`src/lpf_pkg.sv`:
```
// Biquad coefficient fixed-point package
`default_nettype none

package lpf_pkg;

    // Word format is Q2.16
    localparam int WORD_W = 18;
    localparam int FRAC_W = 16;

    typedef logic signed [WORD_W-1:0] word_t;

    // ----------------------------------------------------------------------
    // Fixed-point constants
    // ----------------------------------------------------------------------
    localparam word_t Q_ONE     = word_t'(65536);
    localparam word_t Q_NEG_ONE = word_t'(-65536);
    localparam word_t Q_HALF    = word_t'(32768);
    // Most negative word, also the low saturation limit
    localparam word_t Q_NEG_TWO = word_t'(-131072);

    // Taylor series factors
    localparam word_t C_INV6     = word_t'(-10923);
    localparam word_t C_INV120   = word_t'(546);
    localparam word_t C_NEG_HALF = word_t'(-32768);
    localparam word_t C_INV24    = word_t'(2731);

    // Multiply-add slice operations
    typedef enum logic {
        OP_MUL,
        OP_MAC
    } mac_op_t;

endpackage

`default_nettype wire

```
`src/dsp_bus_if.sv`:
```
// Shared multiply-add slice bus
`timescale 1ns/10ps
`default_nettype none

interface dsp_bus_if
    import lpf_pkg::*;
();

    // Request side, owner to slice
    logic    req_valid;
    mac_op_t op;
    word_t   a;
    word_t   b;
    word_t   c;

    // Result side, three cycles later
    logic  res_valid;
    word_t res;

    modport owner (
        output req_valid, op, a, b, c,
        input  res_valid, res
    );

    modport slice (
        input  req_valid, op, a, b, c,
        output res_valid, res
    );

endinterface

`default_nettype wire

```
`src/coef_bus_if.sv`:
```
// Coefficient set handoff bus
`timescale 1ns/10ps
`default_nettype none

interface coef_bus_if
    import lpf_pkg::*;
();

    // Set moves when valid and ready are both high
    logic  valid;
    logic  ready;
    word_t b0;
    word_t b1;
    word_t b2;
    word_t a0;
    word_t a1;
    word_t a2;

    modport engine (
        output valid, b0, b1, b2, a0, a1, a2,
        input  ready
    );

    modport sender (
        input  valid, b0, b1, b2, a0, a1, a2,
        output ready
    );

endinterface

`default_nettype wire

```
`src/calc_request_queue.sv`:
```
// Credit-controlled request FIFO
`timescale 1ns/10ps
`default_nettype none

module calc_request_queue
    import lpf_pkg::*;
#(
    parameter int QUEUE_DEPTH = 4
) (
    input  logic  clk,
    input  logic  reset,
    input  logic  push,
    input  word_t push_omega0,
    input  word_t push_inv_2q,
    input  logic  pop,
    output logic  empty,
    output word_t head_omega0,
    output word_t head_inv_2q,
    output logic  credit
);

    localparam int PTR_W = (QUEUE_DEPTH > 1) ? $clog2(QUEUE_DEPTH) : 1;
    localparam int CNT_W = $clog2(QUEUE_DEPTH + 1);
    localparam logic [PTR_W-1:0] LAST_SLOT = PTR_W'(QUEUE_DEPTH - 1);

    // Storage, one word pair per slot
    word_t omega0_mem [QUEUE_DEPTH];
    word_t inv_2q_mem [QUEUE_DEPTH];

    logic [PTR_W-1:0] wr_ptr;
    logic [PTR_W-1:0] rd_ptr;
    logic [CNT_W-1:0] count;
    logic             do_pop;

    assign empty       = (count == '0);
    // Pop on an empty queue is ignored
    assign do_pop      = pop && !empty;
    assign head_omega0 = omega0_mem[rd_ptr];
    assign head_inv_2q = inv_2q_mem[rd_ptr];

    // Write port
    always_ff @(posedge clk) begin
        if (push) begin
            omega0_mem[wr_ptr] <= push_omega0;
            inv_2q_mem[wr_ptr] <= push_inv_2q;
        end
    end

    // ----------------------------------------------------------------------
    // Pointers, fill level and credit return
    // ----------------------------------------------------------------------
    always_ff @(posedge clk or posedge reset) begin
        if (reset) begin
            wr_ptr <= '0;
            rd_ptr <= '0;
            count  <= '0;
            credit <= 1'b0;
        end else begin
            // Freed slot goes back upstream as one credit
            credit <= do_pop;
            if (push) begin
                wr_ptr <= (wr_ptr == LAST_SLOT) ? '0 : wr_ptr + 1'b1;
            end
            if (do_pop) begin
                rd_ptr <= (rd_ptr == LAST_SLOT) ? '0 : rd_ptr + 1'b1;
            end
            case ({push, do_pop})
                2'b10:   count <= count + 1'b1;
                2'b01:   count <= count - 1'b1;
                default: count <= count;
            endcase
        end
    end

endmodule

`default_nettype wire

```
`src/mac_slice.sv`:
```
// Pipelined saturating multiply-add
`timescale 1ns/10ps
`default_nettype none

module mac_slice
    import lpf_pkg::*;
(
    input  logic     clk,
    input  logic     reset,
    dsp_bus_if.slice bus
);

    localparam int PROD_W  = 2 * WORD_W;
    localparam int SHIFT_W = PROD_W - FRAC_W;
    localparam int SUM_W   = SHIFT_W + 1;

    // Stage 1, operand register
    logic    s1_valid;
    mac_op_t s1_op;
    word_t   s1_a;
    word_t   s1_b;
    word_t   s1_c;

    // Stage 2, product register
    logic                     s2_valid;
    mac_op_t                  s2_op;
    logic signed [PROD_W-1:0] s2_prod;
    word_t                    s2_c;

    // Stage 3 combinational path
    logic signed [SHIFT_W-1:0] shifted;
    word_t                     addend;
    logic signed [SUM_W-1:0]   sum;
    word_t                     sat;

    // Dropping fraction bits is a floor shift
    assign shifted = s2_prod[PROD_W-1:FRAC_W];
    assign addend  = (s2_op == OP_MAC) ? s2_c : word_t'(0);
    assign sum     = SUM_W'(shifted) + SUM_W'(addend);

    // Clamp to the 18-bit range
    always_comb begin
        if (sum[SUM_W-1:WORD_W-1] == {(SUM_W-WORD_W+1){sum[SUM_W-1]}}) begin
            sat = sum[WORD_W-1:0];
        end else if (sum[SUM_W-1]) begin
            sat = Q_NEG_TWO;
        end else begin
            sat = ~Q_NEG_TWO;
        end
    end

    // ----------------------------------------------------------------------
    // Valid bit travels beside the data
    // ----------------------------------------------------------------------
    always_ff @(posedge clk or posedge reset) begin
        if (reset) begin
            s1_valid      <= 1'b0;
            s2_valid      <= 1'b0;
            bus.res_valid <= 1'b0;
        end else begin
            s1_valid      <= bus.req_valid;
            s2_valid      <= s1_valid;
            bus.res_valid <= s2_valid;
        end
    end

    // Data stages
    always_ff @(posedge clk) begin
        s1_op   <= bus.op;
        s1_a    <= bus.a;
        s1_b    <= bus.b;
        s1_c    <= bus.c;
        s2_op   <= s1_op;
        s2_prod <= s1_a * s1_b;
        s2_c    <= s1_c;
        bus.res <= sat;
    end

endmodule

`default_nettype wire

```
`src/taylor_trig.sv`:
```
// Taylor series sine and cosine
`timescale 1ns/10ps
`default_nettype none

module taylor_trig
    import lpf_pkg::*;
(
    input  logic     clk,
    input  logic     reset,
    input  logic     start,
    input  word_t    x,
    output logic     done,
    output word_t    sin_x,
    output word_t    cos_x,
    dsp_bus_if.owner bus
);

    localparam logic [1:0] ST_IDLE  = 2'd0;
    localparam logic [1:0] ST_ISSUE = 2'd1;
    localparam logic [1:0] ST_WAIT  = 2'd2;
    localparam logic [2:0] LAST_STEP = 3'd5;

    logic [1:0] state;
    logic [2:0] step;

    // Angle, its square, and the running Horner term
    word_t x_q;
    word_t x2_q;
    word_t t_q;

    // One request per issue cycle
    assign bus.req_valid = (state == ST_ISSUE);

    // ----------------------------------------------------------------------
    // Operand select per step
    // ----------------------------------------------------------------------
    // Default is the closing Horner step, x2*t + 1
    always_comb begin
        bus.op = OP_MAC;
        bus.a  = x2_q;
        bus.b  = t_q;
        bus.c  = Q_ONE;
        case (step)
            3'd0: begin
                // x squared
                bus.op = OP_MUL;
                bus.a  = x_q;
                bus.b  = x_q;
            end
            3'd1: begin
                bus.b = C_INV120;
                bus.c = C_INV6;
            end
            3'd3: begin
                // sin = x * t2
                bus.op = OP_MUL;
                bus.a  = x_q;
            end
            3'd4: begin
                bus.b = C_INV24;
                bus.c = C_NEG_HALF;
            end
            default: begin
            end
        endcase
    end

    // Sequencer, each step waits for the previous result
    always_ff @(posedge clk or posedge reset) begin
        if (reset) begin
            state <= ST_IDLE;
            step  <= '0;
            done  <= 1'b0;
        end else begin
            done <= 1'b0;
            case (state)
                ST_IDLE: begin
                    if (start) begin
                        step  <= '0;
                        state <= ST_ISSUE;
                    end
                end
                ST_ISSUE: state <= ST_WAIT;
                ST_WAIT: begin
                    if (bus.res_valid) begin
                        if (step == LAST_STEP) begin
                            done  <= 1'b1;
                            state <= ST_IDLE;
                        end else begin
                            step  <= step + 1'b1;
                            state <= ST_ISSUE;
                        end
                    end
                end
                default: state <= ST_IDLE;
            endcase
        end
    end

    // Results land by step; sin and cos hold after done
    always_ff @(posedge clk) begin
        if (state == ST_IDLE && start) begin
            x_q <= x;
        end
        if (state == ST_WAIT && bus.res_valid) begin
            case (step)
                3'd0:    x2_q  <= bus.res;
                3'd3:    sin_x <= bus.res;
                3'd5:    cos_x <= bus.res;
                default: t_q   <= bus.res;
            endcase
        end
    end

endmodule

`default_nettype wire

```
`src/lpf_coef_engine.sv`:
```
// Biquad low-pass coefficient engine
`timescale 1ns/10ps
`default_nettype none

module lpf_coef_engine
    import lpf_pkg::*;
(
    input  logic       clk,
    input  logic       reset,
    input  logic       empty,
    input  word_t      omega0,
    input  word_t      inv_2q,
    output logic       pop,
    coef_bus_if.engine coefs
);

    localparam logic [2:0] S_IDLE  = 3'd0;
    localparam logic [2:0] S_TRIG  = 3'd1;
    localparam logic [2:0] S_ISSUE = 3'd2;
    localparam logic [2:0] S_WAIT  = 3'd3;
    localparam logic [2:0] S_HOLD  = 3'd4;
    localparam logic [2:0] LAST_STEP = 3'd5;

    logic [2:0] state;
    logic [2:0] step;
    logic       owner_taylor;

    // Latched damping term and intermediate alpha
    word_t inv_q;
    word_t alpha_q;
    // Coefficient registers, b2 mirrors b0
    word_t b0_q;
    word_t b1_q;
    word_t a0_q;
    word_t a1_q;
    word_t a2_q;

    logic  trig_done;
    word_t trig_sin;
    word_t trig_cos;

    dsp_bus_if local_bus  ();
    dsp_bus_if taylor_bus ();
    dsp_bus_if slice_bus  ();

    // Pop only when idle; the popped angle starts the trig unit at once
    assign pop = (state == S_IDLE) && !empty;

    taylor_trig u_trig (
        .clk   (clk),
        .reset (reset),
        .start (pop),
        .x     (omega0),
        .done  (trig_done),
        .sin_x (trig_sin),
        .cos_x (trig_cos),
        .bus   (taylor_bus.owner)
    );

    mac_slice u_slice (
        .clk   (clk),
        .reset (reset),
        .bus   (slice_bus.slice)
    );

    // ----------------------------------------------------------------------
    // Slice owner multiplexer
    // ----------------------------------------------------------------------
    // Trig unit owns the slice for the whole trig phase
    assign owner_taylor = (state == S_TRIG);

    always_comb begin
        if (owner_taylor) begin
            slice_bus.req_valid = taylor_bus.req_valid;
            slice_bus.op        = taylor_bus.op;
            slice_bus.a         = taylor_bus.a;
            slice_bus.b         = taylor_bus.b;
            slice_bus.c         = taylor_bus.c;
        end else begin
            slice_bus.req_valid = local_bus.req_valid;
            slice_bus.op        = local_bus.op;
            slice_bus.a         = local_bus.a;
            slice_bus.b         = local_bus.b;
            slice_bus.c         = local_bus.c;
        end
    end

    // Results fan out, valid only toward the current owner
    assign taylor_bus.res_valid = slice_bus.res_valid && owner_taylor;
    assign taylor_bus.res       = slice_bus.res;
    assign local_bus.res_valid  = slice_bus.res_valid && !owner_taylor;
    assign local_bus.res        = slice_bus.res;

    // ----------------------------------------------------------------------
    // Local operations
    // ----------------------------------------------------------------------
    assign local_bus.req_valid = (state == S_ISSUE);

    // Default is a2 = alpha * -1 + 1
    always_comb begin
        local_bus.op = OP_MAC;
        local_bus.a  = alpha_q;
        local_bus.b  = Q_NEG_ONE;
        local_bus.c  = Q_ONE;
        case (step)
            3'd0: begin
                // alpha = sin * inv_2q
                local_bus.op = OP_MUL;
                local_bus.a  = trig_sin;
                local_bus.b  = inv_q;
            end
            3'd1: local_bus.a = trig_cos;
            3'd2: begin
                // b0 = b1 / 2
                local_bus.op = OP_MUL;
                local_bus.a  = b1_q;
                local_bus.b  = Q_HALF;
            end
            3'd3: begin
                local_bus.op = OP_MUL;
                local_bus.a  = trig_cos;
                local_bus.b  = Q_NEG_TWO;
            end
            3'd4: local_bus.b = Q_ONE;
            default: begin
            end
        endcase
    end

    // Main FSM
    always_ff @(posedge clk or posedge reset) begin
        if (reset) begin
            state <= S_IDLE;
            step  <= '0;
        end else begin
            case (state)
                S_IDLE: begin
                    if (pop) begin
                        state <= S_TRIG;
                    end
                end
                S_TRIG: begin
                    if (trig_done) begin
                        step  <= '0;
                        state <= S_ISSUE;
                    end
                end
                S_ISSUE: state <= S_WAIT;
                S_WAIT: begin
                    if (local_bus.res_valid) begin
                        step  <= step + 1'b1;
                        state <= (step == LAST_STEP) ? S_HOLD : S_ISSUE;
                    end
                end
                // held until the sender takes the set
                S_HOLD: begin
                    if (coefs.ready) begin
                        state <= S_IDLE;
                    end
                end
                default: state <= S_IDLE;
            endcase
        end
    end

    // Capture request operand and local results
    always_ff @(posedge clk) begin
        if (pop) begin
            inv_q <= inv_2q;
        end
        if (state == S_WAIT && local_bus.res_valid) begin
            case (step)
                3'd0:    alpha_q <= local_bus.res;
                3'd1:    b1_q    <= local_bus.res;
                3'd2:    b0_q    <= local_bus.res;
                3'd3:    a1_q    <= local_bus.res;
                3'd4:    a0_q    <= local_bus.res;
                default: a2_q    <= local_bus.res;
            endcase
        end
    end

    assign coefs.valid = (state == S_HOLD);
    assign coefs.b0    = b0_q;
    assign coefs.b1    = b1_q;
    assign coefs.b2    = b0_q;
    assign coefs.a0    = a0_q;
    assign coefs.a1    = a1_q;
    assign coefs.a2    = a2_q;

endmodule

`default_nettype wire

```
`src/coef_credit_sender.sv`:
```
// Credit-controlled coefficient sender
`timescale 1ns/10ps
`default_nettype none

module coef_credit_sender
    import lpf_pkg::*;
#(
    parameter int OUT_CREDITS = 2
) (
    input  logic       clk,
    input  logic       reset,
    coef_bus_if.sender coefs,
    input  logic       coef_credit,
    output logic       coef_valid,
    output word_t      b0,
    output word_t      b1,
    output word_t      b2,
    output word_t      a0,
    output word_t      a1,
    output word_t      a2
);

    localparam int CRED_W = $clog2(OUT_CREDITS + 1);
    localparam logic [CRED_W-1:0] CRED_MAX = CRED_W'(OUT_CREDITS);

    logic [CRED_W-1:0] credits;
    logic              accept;

    // Take a set only with credit left and the output register free
    assign coefs.ready = (credits != '0) && !coef_valid;
    assign accept      = coefs.valid && coefs.ready;

    // ----------------------------------------------------------------------
    // Credit counter
    // ----------------------------------------------------------------------
    always_ff @(posedge clk or posedge reset) begin
        if (reset) begin
            credits    <= CRED_MAX;
            coef_valid <= 1'b0;
        end else begin
            coef_valid <= accept;
            // Send and return in one cycle cancel
            case ({coef_valid, coef_credit})
                2'b10: credits <= credits - 1'b1;
                2'b01: begin
                    if (credits != CRED_MAX) begin
                        credits <= credits + 1'b1;
                    end
                end
                default: credits <= credits;
            endcase
        end
    end

    // Output register, loaded on accept
    always_ff @(posedge clk) begin
        if (accept) begin
            b0 <= coefs.b0;
            b1 <= coefs.b1;
            b2 <= coefs.b2;
            a0 <= coefs.a0;
            a1 <= coefs.a1;
            a2 <= coefs.a2;
        end
    end

endmodule

`default_nettype wire

```
`src/lpf_coef_top.sv`:
```
// Biquad coefficient subsystem top
`timescale 1ns/10ps
`default_nettype none

module lpf_coef_top
    import lpf_pkg::*;
#(
    parameter int QUEUE_DEPTH = 4,
    parameter int OUT_CREDITS = 2
) (
    input  logic  clk,
    input  logic  reset,
    // Upstream request side
    input  logic  req_valid,
    input  word_t omega0,
    input  word_t inv_2q,
    output logic  req_credit,
    // Downstream coefficient side
    input  logic  coef_credit,
    output logic  coef_valid,
    output word_t b0,
    output word_t b1,
    output word_t b2,
    output word_t a0,
    output word_t a1,
    output word_t a2
);

    logic  q_empty;
    logic  q_pop;
    word_t head_omega0;
    word_t head_inv_2q;

    coef_bus_if coef_bus ();

    // Every req_valid is one queued request
    calc_request_queue #(
        .QUEUE_DEPTH (QUEUE_DEPTH)
    ) u_queue (
        .clk         (clk),
        .reset       (reset),
        .push        (req_valid),
        .push_omega0 (omega0),
        .push_inv_2q (inv_2q),
        .pop         (q_pop),
        .empty       (q_empty),
        .head_omega0 (head_omega0),
        .head_inv_2q (head_inv_2q),
        .credit      (req_credit)
    );

    lpf_coef_engine u_engine (
        .clk    (clk),
        .reset  (reset),
        .empty  (q_empty),
        .omega0 (head_omega0),
        .inv_2q (head_inv_2q),
        .pop    (q_pop),
        .coefs  (coef_bus.engine)
    );

    coef_credit_sender #(
        .OUT_CREDITS (OUT_CREDITS)
    ) u_sender (
        .clk         (clk),
        .reset       (reset),
        .coefs       (coef_bus.sender),
        .coef_credit (coef_credit),
        .coef_valid  (coef_valid),
        .b0          (b0),
        .b1          (b1),
        .b2          (b2),
        .a0          (a0),
        .a1          (a1),
        .a2          (a2)
    );

endmodule

`default_nettype wire

```
`config.mk`:
```
export PLATFORM = sky130hd
export DESIGN_NAME = lpf_coef_top
export DESIGN_NICKNAME = d
export VERILOG_FILES = /design/src/lpf_pkg.sv /design/src/dsp_bus_if.sv /design/src/coef_bus_if.sv /design/src/calc_request_queue.sv /design/src/mac_slice.sv /design/src/taylor_trig.sv /design/src/lpf_coef_engine.sv /design/src/coef_credit_sender.sv /design/src/lpf_coef_top.sv
export SDC_FILE = /design/constraint.sdc
export NUM_CORES = 1
export LEC_CHECK = 0
export CAP_MARGIN = 20
export CORE_ASPECT_RATIO = 1.4
export CORE_MARGIN = 5
export CORE_UTILIZATION = 45
export CTS_CLUSTER_SIZE = 25
export DETAILED_ROUTE_END_ITERATION = 7
export DONT_BUFFER_PORTS = 1
export PLACE_DENSITY = 0.72
export SLEW_MARGIN = 20
export SYNTH_ARGS = -nofsm -noshare
export SYNTH_HDL_FRONTEND = slang
export SYNTH_SLANG_ARGS = --single-unit
```
`constraint.sdc`:
```
create_clock -name clk -period 10.2 [get_ports clk]
set_input_delay 2.04 -clock clk [delete_from_list [all_inputs] [get_ports clk]]
set_output_delay 2.04 -clock clk [all_outputs]
set_load 0.01 [all_outputs]
```
==> results of run 1 <==
==> placed cells by master, fill, tap and decap left out, drive strengths merged, types with 18 or more instances in the layout <==
cell / n
o21ai: 51
buf: 25
mux2i: 39
dfxtp: 80
nand2: 203
nor3: 18
fa: 329
inv: 397
edfxtp: 450
a221o: 18
mux4: 36
nor2: 61
dfrtp: 25
xnor2: 27
and2: 174
clkbuf: 61
a221oi: 18
a21oi: 62
ha: 117
==> cells by family (layout without fill, tap and decap cells) <==
family | Yosys count | after routing | share of synthesized area (%)
DFF | 556 | 556 | 50.5
and+or+nand+nor | 515 | 515 | 8.23
buffers and inverters | 488 | 515 | 6.13
adders and majority gates | 446 | 446 | 25.8
AOI/OAI and AO/OA | 204 | 204 | 4.34
muxes | 75 | 75 | 3.84
xor gates and xnor gates | 44 | 44 | 1.23
==> worst max-delay path, cell delays in order (launching register included) <==
cell and delay [ns]:
dfxtp_1 0.87, nand2_1 0.23, inv_1 0.19, fa_1 0.46
inv_1 0.21, fa_1 0.45, inv_1 0.09, ha_1 0.53
inv_1 0.31, fa_1 0.57, inv_1 0.06, fa_1 0.53
inv_1 0.05, fa_1 0.47, inv_1 0.04, ha_1 0.31
and3_1 0.21, and3_1 0.19, o211a_2 0.15, nor2_4 0.14
nor3_2 0.07, or4_4 0.50, a31oi_4 0.18, xnor2_1 0.08
==> cell usage after synthesis, types with 2 or more instances <==
master / instances
dfrtp_1: 25
nor3_1: 17
fa_1: 329
nand3_1: 9
ha_1: 117
or2_2: 5
and2_1: 174
nand2_1: 203
a221o_1: 18
a211o_1: 3
and4_1: 2
nand4_1: 5
a31oi_1: 9
nor2_1: 60
o21ai_0: 48
buf_4: 18
a211oi_1: 3
mux4_2: 36
o22ai_1: 8
nand2b_1: 17
xor2_1: 17
o21a_1: 4
nand4b_1: 2
clkbuf_1: 70
a221oi_1: 18
o21bai_1: 2
mux2i_1: 39
and3_1: 4
edfxtp_1: 450
o21ai_1: 3
nor2b_1: 6
a21o_1: 15
a21oi_1: 62
buf_6: 2
o41ai_1: 2
inv_1: 392
dfxtp_1: 80
xnor2_1: 27
buf_1: 5
==> metrics by stage <==
step	hold slack, ns	instance area (µm²)
4_1_cts	0.315	34100
6_report	0.322	34100
3_5_place_dp	0.318	32200
5_1_grt	0.321	34100
3_3_place_gp	0.310	32200
2_1_floorplan	0.310	31200
==> cell type report <==
type	count	area, µm²
sequential	556	15800
tap	928	1160
multi-input combinational	1284	13600
timing repair buffer	25	191
clock inverter	37	505
fill	5859	35000
clock buffer	61	1360
inverter	392	1470
==> per-layer routing <==
metal / share of wire [%] / vias up / global-route usage [%]
li1: - / 7635 / -
met5: 0.018 / - / 0
met1: 36 / 9068 / 23.3
met3: 6.4 / 202 / 3.43
met2: 53 / 704 / 35.3
met4: 4.7 / 2 / 8.54
==> worst paths after layout <==
check | from | end | slack (ns) | cells after the start
max in group asynchronous | reset | u_queue.rd_ptr[0] | 8.39 | 1
worst min register to register | u_engine.u_slice.s1_op | u_engine.u_slice.s2_op | 0.32 | 0
worst max-delay path | u_engine.u_slice.s1_b[0] | u_engine.u_slice.s2_prod[35] | 3.13 | 23
min in group asynchronous | reset | u_engine.step[2] | 1.38 | 1
worst max register to register | u_engine.u_slice.s1_b[0] | u_engine.u_slice.s2_prod[35] | 3.13 | 23
worst min-delay path | u_engine.u_slice.s1_op | u_engine.u_slice.s2_op | 0.32 | 0
==> run metrics, run 1 <==
status=completed; Post-Syn Area=31200 µm²; latest clock arrival within the worst-skew pair=0.61 ns; Routed WL=72400 µm; Finished Core Util=49.3%; Yosys top cell area share=43.2%; Crit Path Category=register to register; hpwl dp=51800 µm; cell count after synthesis=2328; critical path data arrival time=7.54 ns; CTS Root Cell=clkbuf_16; CP max FO=17; Async SR Flop Fraction=4.68%; Avg Inst Size Synth=13.4 µm²; post-DR wirelength/cell=22.0 µm; number of hold violations in the final report=0; synth warn=0; synth unique cells=61; GRT Resource Usage Total=19.7%; Rows=114; Post-synth EDFFs=450; die footprint=74900 µm²; drt drc=0; ANT cells=0; max frequency=141 MHz; nets@finish=2798; fin cells=3283; first-pass GRT wire length=113000 µm; Synth area leader=edfxtp_1; port bufs=0; clk sinks=556; Worst-Margin Slew=1.16 ns; Final setup violation count=0; routed vias/inst=5.36; vias in the first global route=19500; Worst-path clk slew=0.08 ns; final critical-path share of the clock period=69.3%; sequential-to-total area share from yosys stat=50.5%; main area contributors after synthesis=edfxtp_1 (43%), fa_1 (21%), dfxtp_1 (5.1%); area grow syn2layout=9.01%; DR vias=17600; largest net degree at the start of global routing=91; initial detailed-routing violation count=1396; DP Worst Slack=3.16 ns; Worst EP required=10.68 ns; setup tns final=0 ns; critical path capture point type=register; Post-DRT Antenna Nets=0; Starting Density=45.3%; post-CTS setup buffers=0; Core Region=69000 µm²; Die Y=322 µm; 1st-pass router iterations=6; CTS tree=done; PnR worst setup slack=3.13 ns; htree depth=2; num ports=150; worst rel slew slack=22.4%; cts repair resizes=0; Net Count, Synth=2814; Tmin final=7.07 ns; initial antenna violation count=1; Num CTS Buffers=53; Startpoint Class=register; Worst Clk Skew=0.0344 ns; CTS Hold Bufs=0; Top Registers=u_queue.inv_2q_mem (72), u_queue.omega0_mem (72), u_engine.u_slice.s2_prod (20); placed cells=3185; RSZ-0062 raised after global routing=no; flops & latches, synth=556; layout cells sized above 1=7.13%; top_reg_cell synth=edfxtp_1; total gr overflow=0; Hold Crit Class=register to register; Max Cap Violations=0; width of the die=233 µm; Longest Clk Path Bufs=3; max-slew violations=0; GP Congestion=0.926
Power of run 1 is left out: the tool's default activity adds up to more than one toggle a clock period on the data nets, which glitch-free logic cannot reach.
==> inputs of run 2 (changes only) <==
--- a/config.mk
+++ b/config.mk
@@ -5,6 +5,7 @@
 export SDC_FILE = /design/constraint.sdc
 export NUM_CORES = 1
 export LEC_CHECK = 0
+export ABC_AREA = 1
 export CAP_MARGIN = 20
 export CORE_ASPECT_RATIO = 1.4
 export CORE_MARGIN = 5
==> constraint.sdc (replaced) <==
create_clock -name clk -period 6.9 [get_ports clk]
set_input_delay 1.38 -clock clk [delete_from_list [all_inputs] [get_ports clk]]
set_output_delay 1.38 -clock clk [all_outputs]
set_load 0.01 [all_outputs]
==> run 2 against run 1 <==
- area after synthesis up 4.6%
- via count rose by 16%
- synthesized cell count rose by 31%
- worst setup slack lost 2.5 ns
- count of clock-buffer cells in the layout rose by 7
- highest routed layer is now met4
- wire length is 4.2% higher
==> run metrics, run 2 <==
Top Registers=u_queue.inv_2q_mem (72), u_queue.omega0_mem (72), u_engine.u_slice.s2_prod (20) (unchanged); htree depth=2 (unchanged); Worst EP required=7.39 ns (was 10.68 ns); vias in the first global route=21400 (was 19500); Starting Density=45.1% (was 45.3%); layout cells sized above 1=6.03% (was 7.13%); Hold Crit Class=register to register (unchanged); Core Region=72500 µm² (was 69000 µm²); synth unique cells=51 (was 61); Max Cap Violations=0 (unchanged); Post-synth EDFFs=450 (unchanged); Yosys top cell area share=41.3% (was 43.2%); most common cell in the netlist=inv_1 (was edfxtp_1); CTS tree=done (unchanged); synth warn=0 (unchanged); initial antenna violation count=0 (was 1); RSZ-0062 raised after global routing=no (unchanged); DR vias=20400 (was 17600); Avg Inst Size Synth=10.7 µm² (was 13.4 µm²); sequential-to-total area share from yosys stat=48.2% (was 50.5%); total gr overflow=0 (unchanged); CTS Hold Bufs=0 (unchanged); port bufs=0 (unchanged); top cells by count, synth=inv_1 (641), nand2_1 (586), edfxtp_1 (450) (was edfxtp_1 (450), inv_1 (392), fa_1 (329)); max-slew violations=0 (unchanged); area grow syn2layout=8.87% (was 9.01%); cell count after synthesis=3041 (was 2328); top_reg_cell synth=edfxtp_1 (unchanged); nets@finish=3510 (was 2798); most frequent cells in the layout=inv_1 (640), nand2_1 (586), edfxtp_1 (450) (was edfxtp_1 (450), inv_1 (391), fa_1 (329)); most common cell after layout, fill and taps aside=inv_1 (was edfxtp_1); flops & latches, synth=556 (unchanged); status=completed (unchanged); largest net degree at the start of global routing=76 (was 91); critical path capture point type=register (unchanged); Worst-Margin Slew=0.947 ns (was 1.16 ns); die footprint=78200 µm² (was 74900 µm²); CTS Root Cell=clkbuf_16 (unchanged); Net Count, Synth=3527 (was 2814); GP Congestion=0.922 (was 0.926); post-DR wirelength/cell=18.7 µm (was 22.0 µm); clk sinks=556 (unchanged); hpwl dp=57500 µm (was 51800 µm); Longest Clk Path Bufs=3 (unchanged); Async SR Flop Fraction=4.68% (unchanged); Num CTS Buffers=54 (was 53); Synth area leader=edfxtp_1 (unchanged); Rows=117 (was 114); Fill cells=6409 (was 5859); Worst Clk Skew=0.0331 ns (was 0.0344 ns); worst rel slew slack=36.6% (was 22.4%); setup tns final=0 ns (unchanged); GRT Resource Usage Total=19.4% (was 19.7%); initial detailed-routing violation count=1326 (was 1396); routed vias/inst=5.08 (was 5.36); Tmin final=6.24 ns (was 7.07 ns); Final setup violation count=0 (unchanged); Routed WL=75400 µm (was 72400 µm); drt drc=0 (unchanged); CP max FO=18 (was 17); Crit Path Category=register to register (unchanged); max frequency=160 MHz (was 141 MHz); width of the die=238 µm (was 233 µm); 1st-pass router iterations=5 (was 6); latest clock arrival within the worst-skew pair=0.61 ns (about the same); cts repair resizes=0 (unchanged); first-pass GRT wire length=118000 µm (was 113000 µm); final critical-path share of the clock period=90.5% (was 69.3%); post-CTS setup buffers=0 (unchanged); ANT cells=0 (unchanged); Die Y=329 µm (was 322 µm); num ports=150 (unchanged); Worst-path clk slew=0.07 ns (was 0.08 ns); critical path data arrival time=6.73 ns (was 7.54 ns); main area contributors after synthesis=edfxtp_1 (41%), fa_1 (20%), inv_1 (7.4%) (was edfxtp_1 (43%), fa_1 (21%), dfxtp_1 (5.1%)); number of hold violations in the final report=0 (unchanged); Post-DRT Antenna Nets=0 (unchanged); Post-Syn Area=32700 µm² (was 31200 µm²); Startpoint Class=register (unchanged)
run 2: cell type report:
type | count | area [µm²] | area share (%)
Tap cell | 952 | 1190 | 3.35
Multi-Input combinational cell | 1702 | 13900 | 39.1
Inverter | 650 | 2440 | 6.86
Sequential cell | 556 | 15800 | 44.3
Clock buffer | 68 | 1420 | 4.00
Clock inverter | 34 | 383 | 1.08
Timing Repair Buffer | 60 | 450 | 1.27
run 2: per-stage QoR:
step | setup WS [ns] | cells | utilization [%] | hold WS (ns) | cell area (µm²)
global placement | 0.788 | 3920 | 46.6 | 0.314 | 33800
CTS | 0.683 | 4022 | 49.1 | 0.324 | 35600
finish | 0.659 | 4022 | 49.1 | 0.323 | 35600
global route | 0.248 | 4022 | 49.1 | 0.333 | 35600
detailed placement | 0.722 | 3920 | 46.6 | 0.312 | 33800
floorplan | 1.24 | 3041 | - | 0.310 | 32700
run 2: worst paths after layout:
check | startpoint | endpoint | slack [ns] | cells after the start
max in group asynchronous | reset | u_queue.rd_ptr[0] | 5.76 | 1
setup reg to reg | u_engine.u_slice.s1_b[3] | u_engine.u_slice.s2_prod[34] | 0.66 | 21
hold / removal | u_engine.u_slice.s1_op | u_engine.u_slice.s2_op | 0.32 | 0
min in group asynchronous | reset | u_queue.wr_ptr[1] | 0.71 | 1
hold reg to reg | u_engine.u_slice.s1_op | u_engine.u_slice.s2_op | 0.32 | 0
setup / recovery | u_engine.u_slice.s1_b[3] | u_engine.u_slice.s2_prod[34] | 0.66 | 21
run 2: logic make-up after synthesis:
group / after synthesis / share of synthesized area, %
and+or+nand+nor: 877 / 10.7
buffers and inverters: 783 / 9.26
DFF: 556 / 48.2
adders and majority gates: 446 / 24.6
AOI/OAI and AO/OA: 334 / 5.95
xor gates and xnor gates: 45 / 1.21
run 2: metal layers:
metal	track usage [%]	vias up	share of wire (%)
met3	2.99	189	5.2
met1	21.8	10100	36
li1	-	9514	-
met5	0	-	0
met4	8.91	0	5.4
met2	36.0	644	54
run 2: worst max-delay path: stages (launching register included):
cell	delay, ns
dfxtp_1	0.79
nand2_1	0.27
fa_1	0.67
inv_1	0.14
fa_1	0.51
inv_1	0.06
fa_1	0.50
inv_1	0.05
fa_1	0.45
fa_1	0.52
inv_1	0.05
fa_1	0.51
inv_1	0.06
ha_1	0.41
nand2_1	0.11
nor2_1	0.12
inv_1	0.08
nor3_1	0.17
a21boi_0	0.39
o21bai_1	0.14
nand3_1	0.09
nand2_1	0.05
Power of run 2 is left out for the same reason.
==> inputs of run 3 (changes only) <==
--- a/config.mk
+++ b/config.mk
@@ -14,6 +14,7 @@
 export DETAILED_ROUTE_END_ITERATION = 7
 export DONT_BUFFER_PORTS = 1
 export PLACE_DENSITY = 0.72
+export REMOVE_ABC_BUFFERS = 1
 export SLEW_MARGIN = 20
 export SYNTH_ARGS = -nofsm -noshare
 export SYNTH_HDL_FRONTEND = slang
==> run 3 against run 2 <==
- fmax is 0.40% lower
- sequential share of layout area is 0.053 points higher
- die area unchanged
- largest cell class unchanged
- register-to-register slack worse by 0.03 ns
==> run metrics, run 3 (same netlist as run 2, synthesis figures left out) <==
status=completed (unchanged); Die Y=329 µm (unchanged); Worst Clk Skew=0.0605 ns (was 0.0331 ns); post-CTS setup buffers=0 (unchanged); first-pass GRT wire length=118000 µm (about the same); Startpoint Class=register (unchanged); Post-DRT Antenna Nets=0 (unchanged); critical path capture point type=register (unchanged); nets@finish=3506 (was 3510); die footprint=78200 µm² (unchanged); Hold Crit Class=register to register (unchanged); CTS Hold Bufs=0 (unchanged); initial detailed-routing violation count=1516 (was 1326); total gr overflow=0 (unchanged); reg2reg start=u_engine.u_slice.s1_b[3] (unchanged); setup tns final=0 ns (unchanged); Worst EP required=7.38 ns (was 7.39 ns); Hold Path Sink=u_engine.u_slice.s2_c[14] (was u_engine.u_slice.s2_op); 1st-pass router iterations=6 (was 5); area grow syn2layout=8.74% (was 8.87%); max-slew violations=0 (unchanged); routed vias/inst=5.10 (was 5.08); worst path cell trace=nand2_1, fa_1, inv_1, fa_1, inv_1, fa_1, fa_1, inv_1, fa_1, inv_1, fa_1, inv_1, ha_1, nand2_1, nor2_1, inv_1, nor3_1, a21boi_0, o21bai_1, nand3_1, nand2_1 (was nand2_1, fa_1, inv_1, fa_1, inv_1, fa_1, inv_1, fa_1, fa_1, inv_1, fa_1, inv_1, ha_1, nand2_1, nor2_1, inv_1, nor3_1, a21boi_0, o21bai_1, nand3_1, nand2_1); Crit-path slowest cell=dfxtp_1 (unchanged); CP max FO=18 (unchanged); port bufs=0 (unchanged); most common cell after layout, fill and taps aside=inv_1 (unchanged); Worst path max stage delay=0.77 ns (was 0.79 ns); Top Registers=u_queue.inv_2q_mem (72), u_queue.omega0_mem (72), u_engine.u_slice.s2_prod (20) (unchanged); Tmin final=6.27 ns (was 6.24 ns); worst r2r path cells=21 (unchanged); post-DR wirelength/cell=18.9 µm (was 18.7 µm); GRT Resource Usage Total=19.5% (was 19.4%); num ports=150 (unchanged); Num CTS Buffers=52 (was 54); worst setup path start=u_engine.u_slice.s1_b[3] (unchanged); final critical-path share of the clock period=90.8% (was 90.5%); R2R setup slack=0.63 ns (was 0.66 ns); Core Region=72500 µm² (unchanged); CP delay by family, top=adder cells (unchanged); worst rel slew slack=35.9% (was 36.6%); drt drc=0 (unchanged); critical path data arrival time=6.75 ns (was 6.73 ns); layout cells sized above 1=5.88% (was 6.03%); clk sinks=556 (unchanged); Crit Path Category=register to register (unchanged); Final setup violation count=0 (unchanged); cts repair resizes=0 (unchanged); CTS Root Cell=clkbuf_16 (unchanged); largest net degree at the start of global routing=76 (unchanged); most frequent cells in the layout=inv_1 (641), nand2_1 (586), edfxtp_1 (450) (was inv_1 (640), nand2_1 (586), edfxtp_1 (450)); RSZ-0062 raised after global routing=no (unchanged); GP Congestion=0.914 (was 0.922); DR vias=20500 (was 20400); ANT cells=0 (unchanged); number of hold violations in the final report=0 (unchanged); CTS tree=done (unchanged); Starting Density=45.1% (unchanged); initial antenna violation count=0 (unchanged); Hold Crit Start=u_engine.u_slice.s1_c[14] (was u_engine.u_slice.s1_op); Worst-path clk slew=0.07 ns (about the same); width of the die=238 µm (unchanged); Routed WL=75900 µm (was 75400 µm); Rows=117 (unchanged); Longest Clk Path Bufs=3 (unchanged); vias in the first global route=21600 (was 21400); hold depth=0 (unchanged); max frequency=160 MHz (about the same); CP bufs+invs=6 (unchanged); reg2reg end=u_engine.u_slice.s2_prod[34] (unchanged); htree depth=2 (unchanged); hpwl dp=57200 µm (was 57500 µm); Worst-Margin Slew=0.960 ns (was 0.947 ns); latest clock arrival within the worst-skew pair=0.64 ns (was 0.61 ns); Max Cap Violations=0 (unchanged)
run 3: worst max-delay path by stage:
stage | endpoint | slack (ns) | cells past startpoint
floorplan | u_engine.u_slice.s2_prod[35] | 1.45 | 20
global placement | u_engine.u_slice.s2_prod[34] | 0.73 | 21
detailed placement | u_engine.u_slice.s2_prod[35] | 0.72 | 20
CTS | u_engine.u_slice.s2_prod[34] | 0.67 | 21
global route | u_engine.u_slice.s2_prod[34] | 0.21 | 22
finish | u_engine.u_slice.s2_prod[34] | 0.63 | 21
run 3: per-layer routing:
layer / track usage (%) / vias to the layer above / share of wire, %
li1: - / 9499 / -
met1: 21.9 / 10100 / 35
met2: 35.8 / 711 / 53
met3: 3.04 / 193 / 5.7
met4: 9.78 / 0 / 6.0
met5: 0 / - / 0
run 3: through the flow:
stage                     hold slack, ns  instances  cell area [µm²]  setup WS (ns)  util, %
after floorplan                    0.310       2908            32100           1.45        -
after global placement             0.311       3915            33700          0.730     46.6
after detailed placement           0.317       3917            33800          0.724     46.6
after CTS                          0.341       4014            35500          0.670     49.0
after global routing               0.352       4015            35500          0.211     49.1
final                              0.342       4015            35500          0.633     49.1
run 3: worst reg2reg max path, cell delays in order, from the launching register on:
cell      delay [ns]
dfxtp_1         0.77
nand2_1         0.26
fa_1            0.66
inv_1           0.14
fa_1            0.51
inv_1           0.06
fa_1            0.43
fa_1            0.51
inv_1           0.06
fa_1            0.52
inv_1           0.05
fa_1            0.52
inv_1           0.06
ha_1            0.43
nand2_1         0.12
nor2_1          0.11
inv_1           0.08
nor3_1          0.13
a21boi_0        0.38
o21bai_1        0.20
nand3_1         0.10
nand2_1         0.05
run 3: layout make-up:
| class | count | area, µm² |
|---|---|---|
| flip-flops and latches | 556 | 15800 |
| clock buffers | 70 | 1480 |
| fillers | 6286 | 36900 |
| well taps | 952 | 1190 |
| clock inverters | 27 | 272 |
| multi-input cells | 1702 | 13900 |
| repair buffers | 58 | 454 |
| inverters | 650 | 2440 |
Power of run 3 is left out for the same reason.
